`config.mk`:
```
export PLATFORM = sky130hd
export DESIGN_NAME = cga_33
export DESIGN_NICKNAME = d
export VERILOG_FILES = /design/src/cga_intr_pkg.sv /design/src/cga_ucode_pkg.sv /design/src/cga_33.sv /design/src/cga_alu.sv /design/src/cga_int_level.sv /design/src/cga_out_stage.sv /design/src/cga_useq.sv /design/src/cga_uword_in.sv
export SDC_FILE = /design/constraint.sdc
export NUM_CORES = 1
export LEC_CHECK = 0
export BUFFER_PORTS_ARGS = -buffer_cell sky130_fd_sc_hd__buf_2
export CAP_MARGIN = 10
export CELL_PAD_IN_SITES_DETAIL_PLACEMENT = 0
export CELL_PAD_IN_SITES_GLOBAL_PLACEMENT = 1
export CORE_MARGIN = 1
export CORE_UTILIZATION = 46
export DETAILED_ROUTE_END_ITERATION = 6
export PLACE_DENSITY = 0.88
export REMOVE_ABC_BUFFERS = 1
export SLEW_MARGIN = 20
export SYNTH_ARGS = -nofsm -noshare
export SYNTH_HDL_FRONTEND = slang
export SYNTH_SLANG_ARGS = --single-unit
export TNS_END_PERCENT = 50
```
`constraint.sdc`:
```
create_clock -name mclk -period 5.5 [get_ports mclk]
set_input_delay 0 -clock mclk [delete_from_list [all_inputs] [get_ports mclk]]
set_output_delay 0 -clock mclk [all_outputs]
set_load 0.05 [all_outputs]
```
`src/cga_intr_pkg.sv`:
```
// Interrupt unit definitions
`default_nettype none

package cga_intr_pkg;

   // Pending lines, active high
   typedef struct packed {
      logic l15;
      logic l13;
      logic l12;
      logic l11;
      logic l10;
   } int_lines_t;

   typedef logic [3:0] int_level_t;

   typedef struct packed {
      logic ioni;
      logic poni;
      logic intrq;
   } int_stat_t;

   // One-cycle command pulses from the sequencer
   typedef struct packed {
      logic ion;
      logic iof;
      logic pon;
      logic pof;
   } int_cmd_t;

   // Trap entry and vector table
   localparam logic [12:0] TRAP_ADDR = 13'h1F00;
   localparam logic [12:0] VECT_BASE = 13'h1E00;

endpackage

`default_nettype wire

```
`src/cga_ucode_pkg.sv`:
```
// Gate array microword definitions
`default_nettype none

package cga_ucode_pkg;

   // Control-store address
   typedef logic [12:0] cs_addr_t;

   localparam cs_addr_t RESET_ADDR = 13'h0000;

   // Literal seen by the sequencer
   typedef struct packed {
      logic [2:0] spare;
      cs_addr_t   target;
   } jump_t;

   // Same 16 bits, data constant for the ALU or branch target
   typedef union packed {
      logic [15:0] data;
      jump_t       jump;
   } cs_lit_u;

   // ALU operation, low bits of alui
   typedef enum logic [2:0] {
      OP_ADD    = 3'd0,
      OP_SUB    = 3'd1,
      OP_AND    = 3'd2,
      OP_OR     = 3'd3,
      OP_XOR    = 3'd4,
      OP_PASS_A = 3'd5,
      OP_PASS_B = 3'd6,
      OP_INC    = 3'd7
   } alu_op_e;

   // Sequencer command, unlisted codes behave as next
   typedef enum logic [4:0] {
      CMD_NEXT   = 5'd0,
      CMD_JUMP   = 5'd1,
      CMD_CJUMP  = 5'd2,
      CMD_CALL   = 5'd3,
      CMD_RET    = 5'd4,
      CMD_LOOPLD = 5'd5,
      CMD_LOOP   = 5'd6,
      CMD_ION    = 5'd7,
      CMD_IOF    = 5'd8,
      CMD_PON    = 5'd9,
      CMD_POF    = 5'd10
   } seq_cmd_e;

   // Full 64-bit microword, bit 63 first
   typedef struct packed {
      logic [8:0] alui;
      logic [1:0] sts;
      logic [1:0] rasel;
      logic       xref3;
      logic [1:0] rbsel;
      logic [1:0] cinsel;
      logic [1:0] alum;
      logic [1:0] mis;
      logic [4:0] idbs;
      logic [4:0] comm;
      logic [3:0] ts;
      // Used outside the gate array
      logic [1:0] delay;
      logic       vect;
      logic       scond;
      logic       econd;
      logic       loop;
      logic       dly;
      logic       bit20;
      logic [3:0] rb;
      cs_lit_u    lit;
   } cs_word_t;

endpackage

`default_nettype wire

```
`src/cga_33.sv`:
```
// CPU gate array slice top
`default_nettype none

module cga_33
   import cga_ucode_pkg::*;
   import cga_intr_pkg::*;
(
   input  wire logic        mclk,
   input  wire logic        rst,
   input  wire logic [63:0] csbits,
   input  wire logic [15:0] cd,
   input  wire logic        etrap_n,
   input  wire logic        ibint10_n,
   input  wire logic        ibint11_n,
   input  wire logic        ibint12_n,
   input  wire logic        ibint13_n,
   input  wire logic        ibint15_n,
   output cs_addr_t         csa,
   output logic [15:0]      fidb,
   output logic             acond,
   output int_level_t       pil,
   output logic             intrq_n,
   output logic             ioni,
   output logic             poni,
   output logic             trap_n
);

   cs_word_t    uw;
   logic [15:0] cd_q;
   logic [15:0] alu_res;
   logic        etrap;
   logic        trap;
   logic        int_ack;
   int_lines_t  ibint;
   int_lines_t  lines;
   int_level_t  level;
   int_stat_t   stat;
   int_cmd_t    cmd;

   // Interrupt pins inverted to active high
   assign ibint.l10 = ~ibint10_n;
   assign ibint.l11 = ~ibint11_n;
   assign ibint.l12 = ~ibint12_n;
   assign ibint.l13 = ~ibint13_n;
   assign ibint.l15 = ~ibint15_n;

   cga_uword_in i_uword_in (
      .mclk    (mclk),
      .rst     (rst),
      .csbits  (csbits),
      .cd      (cd),
      .etrap_n (etrap_n),
      .ibint   (ibint),
      .uw      (uw),
      .cd_q    (cd_q),
      .etrap   (etrap),
      .lines   (lines)
   );

   cga_alu i_alu (
      .mclk    (mclk),
      .rst     (rst),
      .uw      (uw),
      .cd_q    (cd_q),
      .alu_res (alu_res),
      .acond   (acond)
   );

   cga_useq i_useq (
      .mclk    (mclk),
      .rst     (rst),
      .uw      (uw),
      .acond   (acond),
      .etrap   (etrap),
      .level   (level),
      .intrq   (stat.intrq),
      .csa     (csa),
      .trap    (trap),
      .cmd     (cmd),
      .int_ack (int_ack)
   );

   cga_int_level i_int_level (
      .mclk    (mclk),
      .rst     (rst),
      .lines   (lines),
      .cmd     (cmd),
      .int_ack (int_ack),
      .level   (level),
      .stat    (stat)
   );

   cga_out_stage i_out_stage (
      .mclk    (mclk),
      .rst     (rst),
      .alu_res (alu_res),
      .level   (level),
      .stat    (stat),
      .trap    (trap),
      .fidb    (fidb),
      .pil     (pil),
      .intrq_n (intrq_n),
      .ioni    (ioni),
      .poni    (poni),
      .trap_n  (trap_n)
   );

endmodule

`default_nettype wire

```
`src/cga_alu.sv`:
```
// ALU and work register
`default_nettype none

module cga_alu
   import cga_ucode_pkg::*;
(
   input  wire logic        mclk,
   input  wire logic        rst,
   input  wire cs_word_t    uw,
   input  wire logic [15:0] cd_q,
   output logic [15:0]      alu_res,
   output logic             acond
);

   logic [15:0] wreg;
   logic [15:0] opb;
   logic [16:0] sum;
   logic        cin;
   logic        carry;
   alu_op_e     op;

   assign op  = alu_op_e'(uw.alui[2:0]);
   assign cin = uw.cinsel[0];

   // B is work register when rbsel[0] set, else literal
   assign opb = uw.rbsel[0] ? wreg : uw.lit.data;

   // Carry kept in bit 16
   always_comb begin
      case (op)
         OP_ADD:    sum = {1'b0, cd_q} + {1'b0, opb} + {16'h0000, cin};
         // Subtract as A plus not B, cin 1 for true difference
         OP_SUB:    sum = {1'b0, cd_q} + {1'b0, ~opb} + {16'h0000, cin};
         OP_AND:    sum = {1'b0, cd_q & opb};
         OP_OR:     sum = {1'b0, cd_q | opb};
         OP_XOR:    sum = {1'b0, cd_q ^ opb};
         OP_PASS_A: sum = {1'b0, cd_q};
         OP_PASS_B: sum = {1'b0, opb};
         default:   sum = {1'b0, cd_q} + 17'd1;
      endcase
   end

   assign alu_res = sum[15:0];
   assign carry   = sum[16];

   always_ff @(posedge mclk) begin
      if (rst) begin
         wreg  <= '0;
         acond <= 1'b0;
      end else begin
         // Write back on idbs bit 0
         if (uw.idbs[0]) begin
            wreg <= alu_res;
         end
         // scond picks carry, else zero
         acond <= uw.scond ? carry : (alu_res == 16'h0000);
      end
   end

endmodule

`default_nettype wire

```
`src/cga_int_level.sv`:
```
// Interrupt level unit
`default_nettype none

module cga_int_level
   import cga_intr_pkg::*;
(
   input  wire logic       mclk,
   input  wire logic       rst,
   input  wire int_lines_t lines,
   input  wire int_cmd_t   cmd,
   input  wire logic       int_ack,
   output int_level_t      level,
   output int_stat_t       stat
);

   int_lines_t pend;
   int_level_t enc;

   // Lines count only while interrupts are on
   assign pend = stat.ioni ? lines : '0;

   // Highest pending level wins
   always_comb begin
      if (pend.l15) begin
         enc = 4'd15;
      end else if (pend.l13) begin
         enc = 4'd13;
      end else if (pend.l12) begin
         enc = 4'd12;
      end else if (pend.l11) begin
         enc = 4'd11;
      end else if (pend.l10) begin
         enc = 4'd10;
      end else begin
         enc = 4'd0;
      end
   end

   always_ff @(posedge mclk) begin
      if (rst) begin
         level <= 4'd0;
         stat  <= '0;
      end else begin
         // Vector taken turns interrupts off
         if (int_ack || cmd.iof) begin
            stat.ioni <= 1'b0;
         end else if (cmd.ion) begin
            stat.ioni <= 1'b1;
         end
         if (cmd.pof) begin
            stat.poni <= 1'b0;
         end else if (cmd.pon) begin
            stat.poni <= 1'b1;
         end
         level <= enc;
         // Dropped at once on ack so no second vector
         stat.intrq <= (pend != '0) && !int_ack;
      end
   end

endmodule

`default_nettype wire

```
`src/cga_out_stage.sv`:
```
// Output register stage
`default_nettype none

module cga_out_stage
   import cga_intr_pkg::*;
(
   input  wire logic        mclk,
   input  wire logic        rst,
   input  wire logic [15:0] alu_res,
   input  wire int_level_t  level,
   input  wire int_stat_t   stat,
   input  wire logic        trap,
   output logic [15:0]      fidb,
   output int_level_t       pil,
   output logic             intrq_n,
   output logic             ioni,
   output logic             poni,
   output logic             trap_n
);

   // Active-low pins idle high
   always_ff @(posedge mclk) begin
      if (rst) begin
         fidb    <= 16'h0000;
         pil     <= 4'd0;
         intrq_n <= 1'b1;
         ioni    <= 1'b0;
         poni    <= 1'b0;
         trap_n  <= 1'b1;
      end else begin
         fidb    <= alu_res;
         pil     <= level;
         intrq_n <= ~stat.intrq;
         ioni    <= stat.ioni;
         poni    <= stat.poni;
         // One-cycle low per trap
         trap_n  <= ~trap;
      end
   end

endmodule

`default_nettype wire

```
`src/cga_useq.sv`:
```
// Microsequencer
`default_nettype none

module cga_useq
   import cga_ucode_pkg::*;
   import cga_intr_pkg::*;
(
   input  wire logic       mclk,
   input  wire logic       rst,
   input  wire cs_word_t   uw,
   input  wire logic       acond,
   input  wire logic       etrap,
   input  wire int_level_t level,
   input  wire logic       intrq,
   output cs_addr_t        csa,
   output logic            trap,
   output int_cmd_t        cmd,
   output logic            int_ack
);

   cs_addr_t   csa_inc;
   cs_addr_t   csa_d;
   cs_addr_t   target;
   cs_addr_t   ret_q;
   logic [7:0] loop_cnt;
   logic       take_vect;
   logic       take_comm;
   logic       loop_run;
   seq_cmd_e   op;

   assign csa_inc = csa + 13'd1;
   assign target  = uw.lit.jump.target;
   assign op      = seq_cmd_e'(uw.comm);

   // Trap beats vector, vector beats command
   assign take_vect = !etrap && uw.vect && intrq;
   assign take_comm = !etrap && !take_vect;
   assign loop_run  = (loop_cnt != 8'h00);

   assign trap    = etrap;
   assign int_ack = take_vect;

   // Interrupt commands only when the command field is decoded
   always_comb begin
      cmd     = '0;
      cmd.ion = take_comm && (op == CMD_ION);
      cmd.iof = take_comm && (op == CMD_IOF);
      cmd.pon = take_comm && (op == CMD_PON);
      cmd.pof = take_comm && (op == CMD_POF);
   end

   // Next address select
   always_comb begin
      csa_d = csa_inc;
      if (etrap) begin
         csa_d = TRAP_ADDR;
      end else if (take_vect) begin
         // Four words per level
         csa_d = VECT_BASE + {7'b0, level, 2'b00};
      end else begin
         case (op)
            CMD_JUMP,
            CMD_CALL: csa_d = target;
            CMD_CJUMP: begin
               if (acond) begin
                  csa_d = target;
               end
            end
            CMD_RET:  csa_d = ret_q;
            CMD_LOOP: begin
               if (loop_run) begin
                  csa_d = target;
               end
            end
            default:  csa_d = csa_inc;
         endcase
      end
   end

   always_ff @(posedge mclk) begin
      if (rst) begin
         csa      <= RESET_ADDR;
         ret_q    <= RESET_ADDR;
         loop_cnt <= 8'h00;
      end else begin
         csa <= csa_d;
         // Return point for trap and call
         if (etrap || (take_comm && op == CMD_CALL)) begin
            ret_q <= csa_inc;
         end
         // Loop counter from literal low byte
         if (take_comm && op == CMD_LOOPLD) begin
            loop_cnt <= uw.lit.data[7:0];
         end else if (take_comm && op == CMD_LOOP && loop_run) begin
            loop_cnt <= loop_cnt - 8'd1;
         end
      end
   end

endmodule

`default_nettype wire

```
`src/cga_uword_in.sv`:
```
// Input register stage
`default_nettype none

module cga_uword_in
   import cga_ucode_pkg::*;
   import cga_intr_pkg::*;
(
   input  wire logic        mclk,
   input  wire logic        rst,
   input  wire logic [63:0] csbits,
   input  wire logic [15:0] cd,
   input  wire logic        etrap_n,
   input  wire int_lines_t  ibint,
   output cs_word_t         uw,
   output logic [15:0]      cd_q,
   output logic             etrap,
   output int_lines_t       lines
);

   // Control side, cleared word decodes as next with no vector
   always_ff @(posedge mclk) begin
      if (rst) begin
         uw    <= '0;
         etrap <= 1'b0;
         lines <= '0;
      end else begin
         uw    <= cs_word_t'(csbits);
         // Trap made active high here
         etrap <= ~etrap_n;
         lines <= ibint;
      end
   end

   // Data bus operand
   always_ff @(posedge mclk) begin
      cd_q <= cd;
   end

endmodule

`default_nettype wire
```
# Word level (Yosys, flattened, before mapping)
# Index checks and enable logic that the tools add are counted.
[word_totals]
register_bits = 133
elab_cells = 108
[op_classes]
add_sub_neg = 8
n_eq_ne = 16
muxes = 16
bitwise = 12
n_reduce_logical = 25
[op_table]
columns = ["op", "count"]
rows = [
  ["case mux 17 bit (7 select lines)", 1],
  ["2-to-1 mux 13 bit", 4],
  ["case mux 13 bit (4 select lines)", 1],
  ["adder 16 x 16 -> 17 bit", 2],
  ["adder 17 x 1 -> 17 bit", 2],
  ["== test 5 x 3 -> 1 bit, second input constant", 4],
  ["2-to-1 mux 4 bit", 5],
  ["adder 16 x 1 -> 17 bit, second input constant", 1],
  ["AND 16 bit", 1],
  ["zero test 16 bit", 1],
  ["2-to-1 mux 16 bit", 1],
  ["2-to-1 mux 8 bit", 2],
  ["inverter 16 bit", 1],
  ["OR 16 bit", 1],
  ["bitwise XOR 16 bit", 1],
  ["== test 5 x 4 -> 1 bit, second input constant", 3],
  ["adder 13 x 1 -> 13 bit, second input constant", 1],
  ["logical AND 1 bit", 12],
  ["adder 10 x 7 -> 11 bit, first input constant", 1],
  ["== test 5 x 2 -> 1 bit, second input constant", 2],
  ["== test 3 bit, second input constant", 3],
  ["inverter 1 bit", 8],
  ["nonzero test 8 bit", 1],
  ["OR reduction 2 bit", 4],
  ["other kinds (11)", 14],
]

# Longest topological paths before layout
# Gate-level depths: netlist of the first run.
[depth]
depth_word = 9
depth_mapped = 14

# Modules after synthesis
# Synthesis of the first run repeated with hierarchy kept, for this count alone.
[unflattened]
hier_cells = 1089
hier_area_um2 = 9326.4
[by_module_without_submodules]
columns = ["mod", "n_inst", "cells_per_inst", "area_per_inst_um2", "seq_area_each_um2"]
rows = [
  ["cga_alu", 1, 600, 4226.6, 340.3],
  ["cga_uword_in", 1, 163, 2192.1, 1721.7],
  ["cga_useq", 1, 247, 2010.7, 680.7],
  ["cga_out_stage", 1, 50, 645.6, 480.5],
  ["cga_int_level", 1, 24, 232.7, 140.1],
  ["cga_33", 1, 5, 18.8, 0.0],
]

# Worst setup path before layout of the first run
# No wires, ideal clock.
[synth_timing]
kind = "flip-flop to flip-flop"
start = "register, netlist name i_uword_in.uw[48]"
end = "register i_alu.acond"
setup_time_ns = 0.069
t_arrival_ns = 3.009
t_required_ns = 5.431
setup_slack_ns = 2.422
stages_incl_launch_ff = 15
n_path_buf = 1
synth_period_minus_slack_ns = 3.078
path_cell_list = "dfxtp_1 -> buf_6 -> mux2i_1 -> inv_1 -> fa_1 -> fa_1 -> o21bai_1 -> nand3_1 -> and4_1 -> o21ai_0 -> a31oi_1 -> nor3_1 -> and4_1 -> nand4b_1 -> o21ai_1"
[synth_between]
elab_chain_len = 7
word_cells_on_any_way = 12
cone_classes = "4 x add/sub; 3 x mux; 4 x bitwise; 1 x reduce/logical"
[synth_lines]
columns = ["element", "line_no", "source"]
rows = [
  ["2-to-1 mux 16 bit *", "cga_alu.sv:26", "assign opb = uw.rbsel[0] ? wreg : uw.lit.data;"],
  ["inverter 16 bit", "cga_alu.sv:33", "OP_SUB: sum = {1'b0, cd_q} + {1'b0, ~opb} + {16'h0000, cin};"],
  ["adder 16 x 16 -> 17 bit", "cga_alu.sv:33", ""],
  ["adder 17 x 1 -> 17 bit", "cga_alu.sv:33", ""],
  ["case mux 17 bit (7 select lines) *", "cga_alu.sv:30", "case (op)"],
  ["zero test 16 bit", "cga_alu.sv:56", "acond <= uw.scond ? carry : (alu_res == 16'h0000);"],
  ["2-to-1 mux 1 bit *", "cga_alu.sv:56", ""],
  ["to (signal assigned)", "cga_alu.sv:56", ""],
  ["to (decl)", "cga_alu.sv:12", "output logic acond"],
]
# Mark *: on every way between the ends. The rest lies on a longest branch, timed or not.
# A chain may end at the register's enable or synchronous reset.

# Worst setup path after layout of the first run
[layout_timing]
start = "register, netlist name i_uword_in.uw[48]"
end = "register i_alu.acond"
[layout_between]
elab_chain_len = 7
word_cells_on_any_way = 12
cone_classes = "4 x add/sub; 3 x mux; 4 x bitwise; 1 x reduce/logical"
[layout_lines]
columns = ["element", "line_no"]
rows = [
  ["2-to-1 mux 16 bit *", "cga_alu.sv:26"],
  ["inverter 16 bit", "cga_alu.sv:33"],
  ["adder 16 x 16 -> 17 bit", "cga_alu.sv:33"],
  ["adder 17 x 1 -> 17 bit", "cga_alu.sv:33"],
  ["case mux 17 bit (7 select lines) *", "cga_alu.sv:30"],
  ["zero test 16 bit", "cga_alu.sv:56"],
  ["2-to-1 mux 1 bit *", "cga_alu.sv:56"],
]
# Marked as above.

==> flow_summary.ini, run 1 <==
[cts]
cts_sinks = 133
cts_repair_resizes = 0
clock_transition_at_the_register_clock_pins_on_the_worst_setup_and_hold_paths_after_cts_ns = 0.07
cts_made_buffers = 17
clock_insertion_delay_worst_skew_ns = 0.43
clock-root-buffer = clkbuf_16
clockBufferDepth = 2
cts_tree = built
cts_max_level = 4

[power]
share_clk_of_total_power = 0.407
power_per_cell_area_mw_per_mm2 = 294
power_frac_seq = 0.368
share_comb_of_total_power = 0.224
power.leakage_nw = 4.18
cellInternalPower_mw = 1.95
switching_power_uw = 963
power.share.switching = 0.330
irDropWorstVdd_uv = 285

[sta]
final_setup_violation_count = 0
period_minus_slack_ns = 4.19
slew-limit-headroom = 0.274
worst_slew_pin_slew_ns = 1.09
max_freq_ghz = 0.239
setup_tns_ns = 0
period_share = 0.761
slew_viol_final = 0
report.final.hold_viol_count = 0
final.setup.worst_slack_ns = 1.31
timing.hold.ws_ns = 0.202
rsz_0062_raised_after_global_routing = false
timing.clock.skew_ns = 0.00877

[synth]
seq_area_frac_synth = 0.327
synth_enable_flop_cells = 0
synth_async_sr_flop_share = 0
synth_seq_cells = 133
yosysWarnings = 0
synth_flop_cell = dfxtp_1
mapped_cell_area_mm2 = 0.00814
syn_inst = 983
synth_area_per_cell_um2 = 8.28
synth.lib_cells_used.distinct = 75

[global_route]
groute.usage.overall = 0.264
maximum_number_of_pins_on_one_net_before_global_route_repair = 90
vias_in_the_first_global_route = 7129
grt_overflow_total = 0
global_route_wire_length_before_repair_um = 37400
antenna_violations_before_repair = 0

[drt]
drt-vias-per-instance = 5.71
totalWireLength_um = 23800
drt_pre_antenna_iters = 6
postRouteAntennaNets = 0
remaining_drc_errors = 0
via_count = 7677
post_drt_wl_per_cell_um = 17.7
drt_iter0_markers = 684

[flow_run]
max_cap_viol_count = 0

[die]
area_of_the_die_mm2 = 0.0182
placementRows = 48
io_pins = 126
initial_utilization = 0.470
die-height_um = 135
die-width_um = 135
floorplan.core_area_mm2 = 0.0173

[worst_setup_path]
cp.arrival_ns = 4.54
regToRegEndpoint = i_alu.acond
rr_worst_depth = 13
critPathLaunchType = flop
critical_path_sink_type = flop
worst_r2r_startpoint = i_uword_in.uw[48]
timing.critical_path.fanout_max = 10
internal_reg_to_reg_setup_slack_ns = 1.31
cp.required_ns = 5.86
critPathKind = flop to flop

[min_path]
min_delay_path_depth = 2
hold_start = cd[6]
worst_hold_path.endpoint = i_uword_in.cd_q[6]
timing.hold.worst.class = input pin to flop

[place]
dp_hpwl_um = 16900
dpl_worst_slack_ns = 1.35
place_congestion = 0.902
buffers_added_on_ports = 90

[final_layout]
syn_to_final_growth_pct = 21.8
nNetsFinal = 1261
ant_diodes = 0
final_layout_size_suffix_gt1_frac = 0.141

[outcome]
status = complete, no violations
## how the worst max path moves through the flow
stage                                  from  depth (start not counted)  slack (ns)          end
after global placement    i_uword_in.uw[48]                         13        1.52  i_alu.acond
after detailed placement  i_uword_in.uw[48]                         13        1.35  i_alu.acond
final                     i_uword_in.uw[48]                         13        1.31  i_alu.acond
after floorplan           i_uword_in.uw[48]                         12        1.95  i_alu.acond
after global routing      i_uword_in.uw[48]                         13        1.09  i_alu.acond
after CTS                 i_uword_in.uw[48]                         13        1.35  i_alu.acond
## final cells by class
class	instances	area, µm²
clock buffers	17	425
well taps	225	282
repair buffers	159	1120
multi-input cells	739	5020
flip-flops and latches	133	2660
clock inverters	15	184
inverters	57	214
fillers	1595	7390
## repair_timing
item | CTS | global route
setup buffers | 0 | 0
hold buffers | 60 | 0
hold endpoints to repair | 59 | 0
setup endpoints to repair | 0 | 0
## flip-flops by register name, indices dropped and copies added, names as in the netlist, 5 cells and up
signal            flops
i_uword_in.uw        29
i_alu.wreg           16
i_out_stage.fidb     16
i_uword_in.cd_q      16
i_useq.csa           13
i_useq.ret_q         13
i_useq.loop_cnt       8
i_uword_in.lines      5
## Yosys cell counts (all sizes together), types with 4 or more instances
cell / n / share of area
and4: 4 / 0.0043
inv: 57 / 0.026
a221o: 6 / 0.0074
mux2: 5 / 0.0069
a221oi: 19 / 0.021
a22oi: 12 / 0.011
a211oi: 26 / 0.024
nor4: 8 / 0.0062
xnor2: 18 / 0.019
nand4: 8 / 0.0062
nand3: 22 / 0.014
ha: 62 / 0.095
o2111ai: 5 / 0.0054
clkbuf: 32 / 0.015
a31oi: 5 / 0.0038
o21bai: 4 / 0.0037
nor3: 26 / 0.017
nor2: 119 / 0.055
o21ai: 51 / 0.032
a311oi: 4 / 0.0051
o22ai: 5 / 0.0038
nor2b: 55 / 0.042
dfxtp: 133 / 0.33
o31ai: 4 / 0.0043
mux2i: 28 / 0.038
nand2b: 25 / 0.019
fa: 4 / 0.0098
a21o: 4 / 0.0037
xor2: 10 / 0.011
a222oi: 4 / 0.0049
or2: 4 / 0.0031
o211ai: 11 / 0.011
a21oi: 67 / 0.041
buf: 22 / 0.016
nand2: 52 / 0.024
and3: 12 / 0.0092
and2: 4 / 0.0031
## power by group through the flow
stage               logic, mW  registers, mW  clock network (mW)
floorplan               0.351           1.16                   0
global placement        0.604           1.09                   0
detailed placement      0.609           1.09                   0
CTS                     0.645           1.07                1.20
global route            0.709           1.08                1.24
finish                  0.654           1.07                1.19
## stage by stage
| stage | total power [mW] | std cells | instance area (µm²) | util |
|---|---|---|---|---|
| 2_1_floorplan | 1.51 | 929 | 7890 | - |
| 3_3_place_gp | 1.70 | 1253 | 8700 | 0.503 |
| 3_5_place_dp | 1.70 | 1253 | 8700 | 0.503 |
| 4_1_cts | 2.92 | 1345 | 9910 | 0.573 |
| 5_1_grt | 3.03 | 1345 | 9910 | 0.573 |
| 6_report | 2.91 | 1345 | 9910 | 0.573 |
## per-layer routing
metal / vias to the layer above / global-route usage / routed length [µm]
met4: 0 / 0.0993 / 681
met2: 298 / 0.413 / 10600
met1: 3560 / 0.360 / 11000
met5: - / 0 / 0
li1: 3764 / - / -
met3: 55 / 0.0492 / 1500
## placed cells by master (no fill, tap or decap), types with 12 or more instances in the layout
| cell | instances |
|---|---|
| o21ai_0 | 47 |
| ha_1 | 62 |
| dfxtp_1 | 133 |
| nand3_1 | 22 |
| nor2_1 | 118 |
| xnor2_1 | 18 |
| buf_2 | 89 |
| dlygate4sd3_1 | 60 |
| clkbuf_16 | 17 |
| a211oi_1 | 26 |
| nor2b_1 | 55 |
| a22oi_1 | 12 |
| nand2_1 | 52 |
| a221oi_1 | 18 |
| a21oi_1 | 67 |
| mux2i_1 | 26 |
| nor3_1 | 23 |
| and3_1 | 12 |
| nand2b_1 | 25 |
| inv_1 | 57 |
## critical path: stages, from the launching register on
cell and delay (ns):
dfxtp_1 0.66, mux2i_1 0.40, inv_1 0.16, fa_1 0.44
fa_1 0.43, o21bai_1 0.30, a2111oi_2 0.15, o21ai_1 0.24
a21oi_1 0.17, o21ai_0 0.26, mux2i_1 0.12, a21oi_1 0.45
nand4b_1 0.19, o21ai_1 0.15
## cell families (layout without fill, tap and decap cells)
family          Yosys count  count (layout)  synth area share
simple gates            355             355             0.218
compound gates          257             257             0.218
flops                   133             133             0.327
buf+inv                 111             248            0.0568
fa+ha+maj                66              66             0.105
mux                      33              33            0.0444
xor+xnor                 28              28            0.0301
(Power assumes the default switching activity.)
==> inputs of run 2 (changes only) <==
- CORE_UTILIZATION: 46 -> 39
- PLACE_DENSITY: 0.88 -> 0.79
- clock period: 5.5 -> 3.8 ns (I/O delays scaled with it)
==> flow_summary.ini, run 2 (synthesis gave the netlist of run 1 again) <==
[outcome]
status = complete, no violations

[power]
power_per_cell_area_mw_per_mm2 = 413
irDropWorstVdd_uv = 257
power.leakage_nw = 4.25
power_mw = 4.17

[flow_run]
max_cap_viol_count = 0

[sta]
final_setup_violation_count = 0
timing.clock.skew_ns = 0.0127
slew-limit-headroom = 0.244
rsz_0062_raised_after_global_routing = false
report.final.hold_viol_count = 0
period_share = 0.952
max_freq_ghz = 0.276
setup_tns_ns = 0
period_minus_slack_ns = 3.62
slew_viol_final = 0
worst_slew_pin_slew_ns = 1.13

[global_route]
grt_overflow_total = 0
vias_in_the_first_global_route = 7464
maximum_number_of_pins_on_one_net_before_global_route_repair = 66
antenna_violations_before_repair = 0
groute.usage.overall = 0.236
global_route_wire_length_before_repair_um = 39800

[die]
die-height_um = 146
placementRows = 52
area_of_the_die_mm2 = 0.0214
io_pins = 126
floorplan.core_area_mm2 = 0.0204
initial_utilization = 0.399
die-width_um = 146

[final_layout]
layout.cells.most_common = dfxtp_1
syn_to_final_growth_pct = 23.9
final_cell_mix = 133 x dfxtp_1, 118 x nor2_1, 89 x buf_2
final_util = 0.495
final.fill_count = 1937
nNetsFinal = 1281
multi_input_area_mm2 = 0.00503
registers.top_by_ff_count = i_uword_in.uw
final_cell_count_no_fill = 1410
ff_latch_area_mm2 = 0.00266
ant_diodes = 0
flip_flop_count_of_the_largest_register_all_copies_and_words_added = 29
final_layout_size_suffix_gt1_frac = 0.167

[worst_setup_path]
cp.required_ns = 4.16
critPathLaunchType = flop
cp.arrival_ns = 3.98
critPathKind = flop to flop
timing.critical_path.fanout_max = 11
rr_worst_depth = 12
critical_path_sink_type = flop

[min_path]
timing.hold.worst.class = input pin to flop
min_delay_path_depth = 2

[drt]
remaining_drc_errors = 0
drt_pre_antenna_iters = 5
totalWireLength_um = 25000
drt-vias-per-instance = 5.49
via_count = 7737
post_drt_wl_per_cell_um = 17.7
drt_iter0_markers = 742
postRouteAntennaNets = 0

[place]
buffers_added_on_ports = 90
place_congestion = 0.931
dp_hpwl_um = 18300
dpl.cell_count = 1327

[cts]
clock_insertion_delay_worst_skew_ns = 0.43
cts_tree = built
clock_transition_at_the_register_clock_pins_on_the_worst_setup_and_hold_paths_after_cts_ns = 0.07
cts_max_level = 4
cts_made_buffers = 17
postCtsSetupBuffers = 0
cts_sinks = 133
clock-root-buffer = clkbuf_16
clockBufferDepth = 2
==> run 2: worst paths after layout <==
path | startpoint | end | slack [ns]
setup / recovery | i_uword_in.uw[48] | i_alu.acond | 0.18
hold / removal | rst | i_out_stage.fidb[15] | 0.08
setup reg to reg | i_uword_in.uw[48] | i_alu.acond | 0.18
hold reg to reg | i_int_level.stat[0] | i_out_stage.intrq_n | 0.42
==> run 2: routing by layer <==
metal  wire length [µm]  global-route usage
met3               1670              0.0388
met4                649              0.0917
met5                  0                   0
met2              11200               0.366
met1              11600               0.326
==> run 2: what timing repair did <==
action | 4_1_cts | 5_1_grt
resized for setup | 0 | 4
hold buffers | 51 | 0
hold endpoints to repair | 51 | 0
endpoints found under the setup margin | 0 | 5
==> run 2: cell type report <==
type / instances / area share
multi-input cells: 739 / 0.500
flip-flops and latches: 133 / 0.264
repair buffers: 179 / 0.124
clock buffers: 17 / 0.0422
well taps: 270 / 0.0335
inverters: 57 / 0.0212
clock inverters: 15 / 0.0154
==> run 2: worst max-delay path: stages (launching register included) <==
cell and delay (ns):
dfxtp_1 0.34, buf_4 0.15, mux2i_1 0.30, ha_1 0.44
nor2b_1 0.14, a2111oi_2 0.51, o21ai_1 0.19, a21oi_1 0.32
nor4_1 0.11, or3_1 0.39, a21oi_1 0.32, nand4b_1 0.18
o21ai_1 0.15
==> run 2: report_power, final <==
group | total [mW] | internal, mW | switching, mW | leakage (nW)
Sequential | 1.55 | 1.48 | 0.0738 | 1.10
Clock | 1.63 | 0.876 | 0.752 | 0.283
Combinational | 0.989 | 0.377 | 0.612 | 2.87
Total | 4.17 | 2.73 | 1.44 | 4.25
==> run 2: stage by stage <==
step                      hold slack, ns  worst slack, ns  area (µm²)
after floorplan                   0.0277            0.248        7890
after global placement             0.104            0.232        8970
after detailed placement           0.104            0.191        8970
after CTS                         0.0824            0.160       10100
after global routing               0.118         0.000905       10100
final                             0.0829            0.181       10100
